==> config.mk <==
export PLATFORM = sky130hd
export DESIGN_NAME = emailbox
export DESIGN_NICKNAME = d
export VERILOG_FILES = /design/src/design/emailbox_pkg.sv /design/src/design/emailbox.sv /design/src/design/mailbox_regs.sv /design/src/design/mailbox_fifo.sv /design/src/design/emesh_write_decode.sv
export SDC_FILE = /design/constraint.sdc
export NUM_CORES = 1
export LEC_CHECK = 0
export ABC_CLOCK_PERIOD_IN_PS = 4200
export BUFFER_PORTS_ARGS = -buffer_cell sky130_fd_sc_hd__clkbuf_2
export CORE_MARGIN = 3
export CORE_UTILIZATION = 35
export CTS_CLUSTER_SIZE = 14
export DETAILED_ROUTE_END_ITERATION = 10
export MAX_ROUTING_LAYER = met4
export SYNTH_ARGS = -nofsm -noshare
export SYNTH_HDL_FRONTEND = slang
export SYNTH_HIERARCHICAL = 1
export SYNTH_SLANG_ARGS = --single-unit
==> constraint.sdc <==
create_clock -name rd_clk -period 4.2 [get_ports rd_clk]
set_clock_uncertainty 0.05 [all_clocks]
set_input_delay 0.84 -clock rd_clk [delete_from_list [all_inputs] [get_ports rd_clk]]
set_output_delay 0.84 -clock rd_clk [all_outputs]
set_load 0.01 [all_outputs]
==> src/design/emailbox_pkg.sv <==
package emailbox_pkg;

   // field widths
   localparam int PACKET_W    = 104;
   localparam int ADDR_W      = 32;
   localparam int MAIL_W      = 64;
   localparam int MAIL_HALF_W = MAIL_W / 2;
   localparam int MI_ADDR_W   = 8;
   localparam int REG_INDEX_W = 6;
   localparam int LINK_ID_W   = 12;
   localparam int GROUP_W     = 3;

   typedef logic [PACKET_W-1:0]    emesh_packet_t;
   typedef logic [ADDR_W-1:0]      emesh_addr_t;
   typedef logic [MAIL_W-1:0]      mail_data_t;
   typedef logic [MAIL_HALF_W-1:0] mail_half_t;
   typedef logic [MI_ADDR_W-1:0]   mi_addr_t;
   typedef logic [REG_INDEX_W-1:0] reg_index_t;
   typedef logic [LINK_ID_W-1:0]   link_id_t;
   typedef logic [GROUP_W-1:0]     reg_group_t;

   // mesh packet layout
   localparam int PKT_WRITE_BIT = 1;   // set on write transactions
   localparam int PKT_ADDR_LSB  = 8;   // dst address at 39:8
   localparam int PKT_DATA_LSB  = 40;  // payload at 103:40

   // destination address layout
   localparam int ADDR_ID_LSB    = 20; // link id at 31:20
   localparam int ADDR_GROUP_LSB = 8;  // register group at 10:8
   localparam int ADDR_REG_LSB   = 2;  // word index at 7:2

   // mi byte address, word index at 7:2
   localparam int MI_REG_LSB = 2;

   // register map
   localparam reg_group_t MAILBOX_GROUP = 3'd3;
   localparam reg_index_t E_MAILBOXLO   = 6'd9;
   localparam reg_index_t E_MAILBOXHI   = 6'd10;

endpackage
==> src/design/emailbox.sv <==
module emailbox
   import emailbox_pkg::*;
#(
   parameter link_id_t ID    = 12'h000,
   parameter int       DEPTH = 16
) (
   input  logic          rd_clk,
   input  logic          rst_n,
   input  logic          emesh_access,
   input  emesh_packet_t emesh_packet,
   input  logic          mi_en,
   input  logic          mi_we,
   input  mi_addr_t      mi_addr,
   input  mail_data_t    mi_din,
   output mail_data_t    mi_dout,
   output logic          mailbox_full,
   output logic          mailbox_not_empty
);

   logic       wr_en;
   mail_data_t wr_data;
   logic       rd_en;
   mail_data_t rd_data;
   logic       mailbox_empty;

   // mesh side, filtered pushes
   emesh_write_decode #(
      .ID (ID)
   ) decode_i (
      .rd_clk       (rd_clk),
      .rst_n        (rst_n),
      .emesh_access (emesh_access),
      .emesh_packet (emesh_packet),
      .wr_en        (wr_en),
      .wr_data      (wr_data)
   );

   mailbox_fifo #(
      .DEPTH (DEPTH)
   ) fifo_i (
      .rd_clk  (rd_clk),
      .rst_n   (rst_n),
      .wr_en   (wr_en),
      .wr_data (wr_data),
      .rd_en   (rd_en),
      .rd_data (rd_data),
      .full    (mailbox_full),
      .empty   (mailbox_empty)
   );

   // host register port
   mailbox_regs regs_i (
      .rd_clk  (rd_clk),
      .rst_n   (rst_n),
      .mi_en   (mi_en),
      .mi_we   (mi_we),
      .mi_addr (mi_addr),
      .mi_din  (mi_din),
      .mi_dout (mi_dout),
      .rd_en   (rd_en),
      .rd_data (rd_data)
   );

   assign mailbox_not_empty = ~mailbox_empty;

endmodule

==> src/design/mailbox_regs.sv <==
module mailbox_regs
   import emailbox_pkg::*;
(
   input  logic       rd_clk,
   input  logic       rst_n,
   input  logic       mi_en,
   input  logic       mi_we,
   input  mi_addr_t   mi_addr,
   input  mail_data_t mi_din,   // host writes go nowhere
   output mail_data_t mi_dout,
   output logic       rd_en,
   input  mail_data_t rd_data
);

   reg_index_t mi_reg;
   logic       mi_rd;
   mail_half_t head_hi;
   mail_data_t dout_next;

   assign mi_reg  = mi_addr[MI_REG_LSB +: REG_INDEX_W];
   assign mi_rd   = mi_en & ~mi_we;
   assign head_hi = rd_data[MAIL_HALF_W +: MAIL_HALF_W];

   // reading the high word retires the head entry
   assign rd_en = mi_rd & (mi_reg == E_MAILBOXHI);

   // read data select
   always_comb begin
      dout_next = '0;
      if (mi_rd) begin
         case (mi_reg)
            E_MAILBOXLO: dout_next = rd_data;            // peek, no pop
            E_MAILBOXHI: dout_next = {head_hi, head_hi}; // upper word twice
            default:     dout_next = '0;
         endcase
      end
   end

   // held for a single cycle, zero otherwise
   always_ff @(posedge rd_clk) begin
      if (!rst_n) begin
         mi_dout <= '0;
      end else begin
         mi_dout <= dout_next;
      end
   end

endmodule

==> src/design/mailbox_fifo.sv <==
module mailbox_fifo
   import emailbox_pkg::*;
#(
   parameter int DEPTH = 16 // power of two
) (
   input  logic       rd_clk,
   input  logic       rst_n,
   input  logic       wr_en,
   input  mail_data_t wr_data,
   input  logic       rd_en,
   output mail_data_t rd_data,
   output logic       full,
   output logic       empty
);

   localparam int AW = (DEPTH > 1) ? $clog2(DEPTH) : 1;

   typedef logic [AW:0]   fifo_ptr_t;   // extra bit tells wrap
   typedef logic [AW-1:0] fifo_addr_t;

   mail_data_t mem [DEPTH];

   fifo_ptr_t  wr_ptr;
   fifo_ptr_t  rd_ptr;
   fifo_addr_t wr_addr;
   fifo_addr_t rd_addr;
   logic       ptr_wrapped;
   logic       do_write;
   logic       do_read;

   assign wr_addr = wr_ptr[AW-1:0];
   assign rd_addr = rd_ptr[AW-1:0];

   // same slot, laps differ -> full
   assign ptr_wrapped = wr_ptr[AW] ^ rd_ptr[AW];
   assign full        = ptr_wrapped & (wr_addr == rd_addr);
   assign empty       = (wr_ptr == rd_ptr);

   // overflow and underflow dropped here
   assign do_write = wr_en & ~full;
   assign do_read  = rd_en & ~empty;

   always_ff @(posedge rd_clk) begin
      if (do_write) begin
         mem[wr_addr] <= wr_data;
      end
   end

   always_ff @(posedge rd_clk) begin
      if (!rst_n) begin
         wr_ptr <= '0;
      end else if (do_write) begin
         wr_ptr <= wr_ptr + 1'b1;
      end
   end

   always_ff @(posedge rd_clk) begin
      if (!rst_n) begin
         rd_ptr <= '0;
      end else if (do_read) begin
         rd_ptr <= rd_ptr + 1'b1;
      end
   end

   // show-ahead, head is always visible
   assign rd_data = mem[rd_addr];

endmodule

==> src/design/emesh_write_decode.sv <==
module emesh_write_decode
   import emailbox_pkg::*;
#(
   parameter link_id_t ID = 12'h000
) (
   input  logic          rd_clk,
   input  logic          rst_n,
   input  logic          emesh_access,
   input  emesh_packet_t emesh_packet,
   output logic          wr_en,
   output mail_data_t    wr_data
);

   emesh_addr_t emesh_addr;
   mail_data_t  emesh_din;
   link_id_t    dst_id;
   reg_group_t  dst_group;
   reg_index_t  dst_reg;
   logic        is_write;
   logic        accept;

   // split the packet into its fields
   assign emesh_addr = emesh_packet[PKT_ADDR_LSB +: ADDR_W];
   assign emesh_din  = emesh_packet[PKT_DATA_LSB +: MAIL_W];
   assign is_write   = emesh_packet[PKT_WRITE_BIT];

   assign dst_id    = emesh_addr[ADDR_ID_LSB +: LINK_ID_W];
   assign dst_group = emesh_addr[ADDR_GROUP_LSB +: GROUP_W];
   assign dst_reg   = emesh_addr[ADDR_REG_LSB +: REG_INDEX_W];

   // only writes to this link's mailbox-low register go in
   assign accept = emesh_access
                 & is_write
                 & (dst_id == ID)
                 & (dst_group == MAILBOX_GROUP)
                 & (dst_reg == E_MAILBOXLO);

   // one-cycle push strobe
   always_ff @(posedge rd_clk) begin
      if (!rst_n) begin
         wr_en <= 1'b0;
      end else begin
         wr_en <= accept;
      end
   end

   // payload follows the strobe
   always_ff @(posedge rd_clk) begin
      if (accept) begin
         wr_data <= emesh_din;
      end
   end

endmodule

Word-level counts from Yosys, hierarchy flattened
Memory sizes are Yosys's and may differ from the RTL's. A register that Yosys moved wholly into a read port is not among the register bits.
Cells that the tools add are included.
Storage, ports and cells
  register bits after elaboration: 139
  bits in latches: 0
  RAM bits: 1024
  bits in read-only memories: 0
  bits of input ports: 181
  output and inout bits: 66
  memories: 1
Operators by class
  $add $sub $neg: 2
  multiply operators: 0
  divide/modulo/power cells: 0
  magnitude comparators: 0
  equal/unequal tests: 6
  shifts and indexed selects: 0
  mux-type cells: 5
  bitwise logic cells: 13
  reduce and logical (&&, ||, !) cells: 2
Memory list
  fifo_i.mem: words 16, width 64, rd ports 1, clocked after memory_dff 1, write ports 1, line mailbox_fifo.sv:21  | mail_data_t mem [DEPTH];
Operator list (count)
  case mux 64 bit (2 select lines): 1
  equality test 6 x 4 -> 1 bit, second input constant: 3
  logical NOT 12 bit: 1
  adder 5 x 1 -> 5 bit, second input constant: 2
  AND 1 bit: 9
  two-way mux 4 bit: 2
  equality test 5 bit: 1
  equality test 4 bit: 1
  equality test 3 x 2 -> 1 bit, second input constant: 1
  NOT 1 bit: 3
  two-way mux 1 bit: 2
  AND reduction 2 bit: 1
  XOR 1 bit: 1

Depth between registers and ports, before layout
Gate-level depths: netlist of the first run.
  depth after elaboration: 6
  mapped depth: 8
  depth with buffers taken out: 6

Modules after synthesis
The synthesis of the first run kept the hierarchy.
By module, submodules not included
  mailbox_fifo: instances 1, cells an instance 1523, area each 39575.5 sq um
  mailbox_regs: instances 1, cells an instance 228, area each 2596.2 sq um
  emesh_write_decode: instances 1, cells an instance 76, area each 2037.0 sq um
  emailbox: instances 1, cells an instance 1, area each 3.8 sq um

Least setup slack after synthesis of the first run
Ideal clock, no wire load.
  kind: reg-to-reg
  start: register fifo_i.rd_ptr[2]
  end: memory fifo_i/mem[15][0] (netlist bit), enable pin
  library setup time: 0.511 ns
  arrival: 4.083 ns
  setup slack: -0.443 ns
  cell stages (with the launch flop): 5
  path through: dfxtp_1 xnor2_1 and4_1 clkbuf_1 a21oi_1
On the way
  longest elaborated chain between the ends: 6
RTL lines
  start: declaration: line mailbox_fifo.sv:24  | fifo_ptr_t rd_ptr;
  start signal: assignment: line mailbox_fifo.sv:61  | rd_ptr <= rd_ptr + 1'b1;
  equality test 4 bit: line mailbox_fifo.sv:36  | assign full = ptr_wrapped & (wr_addr == rd_addr);
  AND 1 bit: line mailbox_fifo.sv:36
  NOT 1 bit: line mailbox_fifo.sv:40  | assign do_write = wr_en & ~full;
  AND 1 bit: line mailbox_fifo.sv:40
  two-way mux 1 bit: line mailbox_fifo.sv:44  | if (do_write) begin
  two-way mux 1 bit (not written as such): line mailbox_fifo.sv:45  | mem[wr_addr] <= wr_data;
  end: declaration: line mailbox_fifo.sv:21
No other way between the ends.

Worst setup path in the final report of the first run
  start: register fifo_i.wr_ptr[2]
  end: memory fifo_i/mem[12][50] (netlist bit), enable pin
On the way
  longest elaborated chain between the ends: 6
RTL lines
  start: declaration: line mailbox_fifo.sv:23  | fifo_ptr_t wr_ptr;
  start signal: assignment: line mailbox_fifo.sv:53  | wr_ptr <= wr_ptr + 1'b1;
  equality test 4 bit: line mailbox_fifo.sv:36
  AND 1 bit: line mailbox_fifo.sv:36
  NOT 1 bit: line mailbox_fifo.sv:40
  AND 1 bit: line mailbox_fifo.sv:40
  two-way mux 1 bit: line mailbox_fifo.sv:44
  two-way mux 1 bit (not written as such): line mailbox_fifo.sv:45
Parallel ways exist; a longest one is shown, timed or not.

==> reports/results.txt, run 1 <==
Status = finished clean
Die area = 130,600 um^2
Initial antenna violation count = 7
Cell Count, Final, Fillers Out = 3,799
Initial core utilization = 35.48%
Reg area = 34,270 um^2
CTS tree = built
Yosys top cell area share = 73.90%
Fmax = 300.7 MHz
Share of cells above drive strength 1 = 32.52%
Post-synthesis async set-or-reset flop share = 0%
Cell Pwr Density = 445.2 nW/um^2
Synth area leaders = edfxtp_1 74%, mux4_2 14%, dfxtp_1 3.6%, mux4_1 3.2%, nand3b_1 1.1%
Logic pwr share = 0.8%
Endpoints failing setup = 0
Least-Margin Pin Slew = 0.9293 ns
Routability congestion estimate from global placement = 0.7574
Synth-to-layout area growth = 15.35%
Vias = 20,106
Total power = 22.70 mW
Clock-pin slew on the worst setup and hold paths = 0.06 ns
RSZ-0062 raised after global routing = no
Leak = 15.46 nW
Commonest non-fill, non-tap cell in the layout = edfxtp_1
Mapped cell area = 44,210 um^2
Detailed Routing Iterations Pass 1 = 5
NetSw = 4.398 mW
Most frequent cells in the layout = 1,088 x edfxtp_1, 266 x mux4_2, 162 x clkbuf_2
First-pass GRT wire length = 149.7 mm
Sw Share = 19.37%
Cell internal pwr = 18.31 mW
Final HPWL DP = 58.17 mm
Row count = 129
Sequential cell area fraction in the yosys report = 77.47%
Final-stage net count = 2,246
MaxCap Viol Count = 0
Final Max Tran Viols = 0
WHS = 0.2654 ns
Total CTS buffers = 113
Pin count of the biggest net entering global routing = 65
Routing usage on met3 = 2.666%
Yosys warns = 6
Post-CTS sizing = 0
Design area = 51,000 um^2
Post-Syn Instances = 1,828
Synthesized flop and latch total = 1,167
Clk pwr share = 44.1%
Clock Sinks = 1,167
Die Y = 361.4 um
Cell taking the most area after synthesis = edfxtp_1
Critical path arrival = 3.65 ns
Syn_area_per_cell = 24.19 um^2
Placed cells = 3,582
Max FO, Critical Path = 32
Yosys cell types = 40
Required @ worst endpoint = 4.53 ns
CP Capture Type = flop
Critical path class = flop to flop
TNS Setup = 0 ns
Final hold viol count = 0
CP startpoint kind = flop
Hold Path Class = input pin to flop
Root Buffer Master = clkbuf_16
Crit path time final = 3.325 ns
IO Pins = 247
Post-CTS Setup Bufs = 0
Core area = 124,600 um^2
Number of global-route vias before repair = 21,010
Clock latency on the worst-skew pair = 0.71 ns
Met2 Use GR = 25.49%
Footprint of the multi-input gates = 9346 um^2
Peak VDD IR = 0.0003925 V
Total Wirelength = 103.1 mm
# hold bufs at CTS = 0
DRT iter0 DRCs = 2,265
Post-DP Area = 47,300 um^2
Port buffer count = 162
Gr busiest metal = met2
Avg Vias per Cell = 5.292
H-tree levels = 3
Post-route ant nets = 0
Synthesized Nets = 2,014
Max-slew headroom = 37.91%
GRT met1 Usage = 22.39%
Detailed-route DRC error count = 0
Number of synthesized flops with an enable pin = 1,088
Avg WL per Cell = 27.13 um
Most used DFF post-synth = edfxtp_1
Flop pwr share = 55.1%
# fillers = 10,776
Clk buf depth = 3
Total congestion overflow = 0
Die width = 361.4 um
Total GRT Usage = 16.19%
Crit share post-route = 79.17%
## critical path: stages (launching register included)
cell     delay [ns]
dfxtp_1        0.58
xnor2_1        0.15
and4_1         0.35
a21oi_2        0.64
and3_4         0.83
buf_4          0.36
## cell families after synthesis
kind of cell	share of synthesized area [%]
AO/OA/AOI/OAI	0.7471
XOR/XNOR	0.1387
AND/OR/NAND/NOR	2.954
multiplexers	16.94
flip-flops	77.47
buffers and inverters	1.605
adder cells (fa/ha/maj)	0.1415
## sequential cells by signal, indices dropped and copies added (netlist names), named ones only
signal / count
regs_i/mi_dout: 64
decode_i/wr_en: 1
decode_i/wr_data: 64
fifo_i/rd_ptr: 5
fifo_i/wr_ptr: 5
fifo_i/mem: 1024
## through the flow
| step | util (%) | worst slack [ns] |
|---|---|---|
| CTS | 40.92 | 0.8876 |
| finish | 40.93 | 0.8749 |
| global route | 40.92 | 0.7044 |
| detailed placement | 37.96 | 0.8879 |
| global placement | 37.95 | 1.027 |
| floorplan | - | 0.8139 |
## power by group through the flow
| stage | clock (mW) | combinational [mW] | sequential [mW] |
|---|---|---|---|
| floorplan | 0 | 0.0728 | 12.8 |
| global placement | 0 | 0.173 | 12.8 |
| detailed placement | 0 | 0.178 | 12.8 |
| CTS | 10.2 | 0.179 | 12.5 |
| global route | 10.7 | 0.188 | 12.5 |
| finish | 10.0 | 0.174 | 12.5 |
## cells in the mapped netlist, types with 2 or more instances
library cell and count:
o211ai_1 7, nand3_1 7, nor4_2 2, inv_1 8
buf_6 23, nor4b_2 21, buf_4 3, nand4_1 7
and3_1 11, o21ai_0 2, mux4_2 266, nand3b_1 65
a211oi_1 32, mux2i_1 8, nand2b_1 3, nand2_1 10
ha_1 5, dfxtp_1 79, buf_12 5, mux4_1 54
nor4b_1 12, a21oi_1 2, buf_2 7, buf_1 15
nor4_1 2, xnor2_1 6, or4_1 2, nor2_1 6
and4bb_2 2, edfxtp_1 1088, and4b_1 4, a21oi_2 2
clkbuf_1 55
## layout make-up
class	instances	share of cell area, %
diodes	3	0.01472
clock buffers	149	5.949
clock inverters	65	1.295
inverters	8	0.05888
multi-input cells	545	18.33
flip-flops and latches	1167	67.19
well taps	1637	4.016
repair buffers	225	3.145
## layer usage
metal / vias to the layer above / part of all wire (%)
met5: - / 0
met4: 0 / 1.5
met3: 117 / 6.7
met2: 697 / 49
met1: 10894 / 43
li1: 8398 / -
## worst paths after layout
| check | cells after the start | slack [ns] | start | to |
|---|---|---|---|---|
| max | 5 | 0.87 | fifo_i/wr_ptr[2] | fifo_i/mem[12][50] |
| min reg2reg | 2 | 0.46 | fifo_i/wr_ptr[4] | fifo_i/wr_ptr[4] |
| min | 1 | 0.27 | emesh_packet[45] | decode_i/wr_data[5] |
| max reg2reg | 5 | 0.87 | fifo_i/wr_ptr[2] | fifo_i/mem[12][50] |
Power figures use the tool's default switching activity.
==> inputs of run 2 (changes only) <==
- ABC_AREA: not set -> 1
- ABC_CLOCK_PERIOD_IN_PS: 4200 -> 2800
- clock period: 4.2 -> 2.8 ns (I/O delays scaled with it)
==> reports/results.txt, run 2 <==
Clock latency on the worst-skew pair = 0.71 ns
Max FO, Critical Path = 12
Final HPWL DP = 69.49 mm
Peak VDD IR = 0.0004961 V
Yosys top cell area share = 69.17%
Avg Vias per Cell = 4.930
CP Capture Type = output port
Final Max Tran Viols = 0
Status = finished clean
First-pass GRT wire length = 176.3 mm
Final core occ = 41.13%
Post-route ant nets = 0
H-tree levels = 3
Sequential cell area fraction in the yosys report = 72.51%
DRT iter0 DRCs = 2,907
Total congestion overflow = 0
Clk buf depth = 3
Row count = 134
Post-CTS Setup Bufs = 0
Synth area leaders = edfxtp_1 69%, inv_1 4.9%, nand3_1 4.2%, o211ai_1 4.1%, nand2_1 3.7%
Simple-gate share of the synthesized area = 9.573%
Endpoints failing setup = 0
Synthesized Nets = 4,023
IO Pins = 247
Root Buffer Master = clkbuf_16
R2R setup slack = 0.34 ns
Mapped cell area = 47,240 um^2
Cell Pwr Density = 617.6 nW/um^2
Die area = 139,400 um^2
Post-synthesis async set-or-reset flop share = 0%
Avg WL per Cell = 20.06 um
Setup crit end = mailbox_full
R2r worst-path depth = 6
Slowest cell delay on critical path = 0.38 ns
Post-synthesis mux area share = 0%
Detailed Routing Iterations Pass 1 = 5
Yosys warns = 6
Clock Sinks = 1,167
Footprint of the multi-input gates = 9276 um^2
Share of cells above drive strength 1 = 13.19%
Fmax = 380.3 MHz
Total power = 33.98 mW
Crit share post-route = 93.92%
Critical path's slowest cell = dfxtp_2
Cell taking the most area after synthesis = edfxtp_1
Number of global-route vias before repair = 27,495
Commonest non-fill, non-tap cell in the layout = edfxtp_1
Detailed-route DRC error count = 0
Synth top cells by count = 1,088 x edfxtp_1, 612 x inv_1, 462 x nand2_1, 396 x nand3_1, 266 x a21oi_1
Port buffer count = 162
Clock-pin slew on the worst setup and hold paths = 0.06 ns
# fillers = 12,363
Leak = 19.58 nW
Post-Syn Instances = 3,837
XOR/XNOR Fraction of Synth Area = 0.01854%
R2r startpoint = fifo_i/rd_ptr[4]
Initial antenna violation count = 4
CP cell instances = inv_1 -> nand2_1 -> nand2_1 -> nor2_4 -> nand3_2 -> buf_4 -> inv_1 -> clkbuf_2
TNS Setup = 0 ns
R2r endpoint = fifo_i/mem[3][40]
Critical path class = flop to output port
Total Wirelength = 119.1 mm
Core area = 133,800 um^2
Reg area = 34,270 um^2
MaxCap Viol Count = 0
Least-Margin Pin Slew = 0.7820 ns
Final hold viol count = 0
Total GRT Usage = 17.27%
Yosys cell types = 27
Syn_area_per_cell = 12.31 um^2
Die Y = 373.4 um
Synthesized flop and latch total = 1,167
Max reg flops = 1,024
Number of synthesized flops with an enable pin = 1,088
Routability congestion estimate from global placement = 0.8482
Top reg by flops = fifo_i/mem
Most frequent cell after synthesis = edfxtp_1
Most used DFF post-synth = edfxtp_1
Required @ worst endpoint = 2.19 ns
CTS tree = built
Synth Area in Adders = 0.1324%
Most frequent cells in the layout = 1,088 x edfxtp_1, 609 x inv_1, 462 x nand2_1
Largest family of logic cells by synthesized area = compound AO/OA/AOI/OAI gates
Complex-gate fraction of the synthesized area = 9.618%
Initial core utilization = 35.31%
Vias = 29,287
Synth-to-layout area growth = 16.50%
Critical path arrival = 2.02 ns
Crit path time final = 2.630 ns
CP startpoint kind = flop
Total CTS buffers = 114
Final-stage net count = 4,258
Max-slew headroom = 47.74%
Pin count of the biggest net entering global routing = 77
Hold Path Class = input pin to flop
Critical Path Start = fifo_i/wr_ptr[0]
Top flop regs = fifo_i/mem (1024), decode_i/wr_data (64), regs_i/mi_dout (64)
Die width = 373.4 um
==> run 2: area by class of cell <==
cell class | count | share of cell area (%)
repair buffers | 349 | 5.803
clock buffers | 160 | 5.875
flip-flops and latches | 1167 | 62.28
multi-input cells | 1798 | 16.86
clock inverters | 55 | 0.7549
inverters | 642 | 4.402
well taps | 1768 | 4.020
diodes | 1 | 0.004547
==> run 2: kinds of logic (layout without fill, tap and decap cells) <==
family | after synthesis | count (layout)
flops | 1167 | 1167
simple gates | 1013 | 1013
buf+inv | 872 | 1206
compound gates | 779 | 779
fa+ha+maj | 5 | 5
xor+xnor | 1 | 1
other cells | 0 | 1
==> run 2: through the flow <==
step	hold slack [ns]	setup WS, ns	instances	cell area [um^2]
3_3_place_gp	0.4658	0.4703	5663	50740
4_1_cts	0.01406	0.02008	5939	55020
6_report	0.04520	0.1703	5940	55030
2_1_floorplan	0.4449	-0.3120	3837	47270
3_5_place_dp	0.4738	0.4085	5663	50740
5_1_grt	0.03145	-0.008616	5940	55030
==> run 2: how the worst min path moves through the flow <==
stage               slack (ns)              endpoint  depth (start not counted)        startpoint
floorplan                 0.44      fifo_i/wr_ptr[4]                          2  fifo_i/wr_ptr[4]
global placement          0.47      fifo_i/rd_ptr[4]                          2  fifo_i/rd_ptr[4]
detailed placement        0.47      fifo_i/rd_ptr[4]                          2  fifo_i/rd_ptr[4]
CTS                       0.01  decode_i/wr_data[33]                          1  emesh_packet[73]
global route              0.03  decode_i/wr_data[33]                          1  emesh_packet[73]
finish                    0.05  decode_i/wr_data[32]                          1  emesh_packet[72]
==> run 2: report_power, final <==
part,switching (mW),internal (mW),leakage (nW)
clock,6.47,8.50,1.79
sequential,0.000727,18.8,10.4
combinational,0.116,0.127,7.38
total,6.59,27.4,19.6
==> run 2: timing repair <==
item,CTS,global route
hold buffers,61,0
endpoints found under the setup margin,1,1
gates resized for setup,4,5
hold endpoints to repair,61,0
==> run 2: critical path: cells and delay by family (launching register included) <==
family / cells / cell delay [ns]
flip-flops: 1 / 0.38
AND/OR/NAND/NOR: 4 / 0.42
buffers and inverters: 4 / 0.50
==> run 2: per-layer routing <==
metal  global-route usage (%)  vias to the layer above  share of wire (%)
met1                    24.32                    14242                 45
met5                        -                        -                  0
li1                         -                    13829                  -
met3                    3.156                      182                8.2
met4                    4.413                        0                2.2
met2                    25.87                     1034                 45
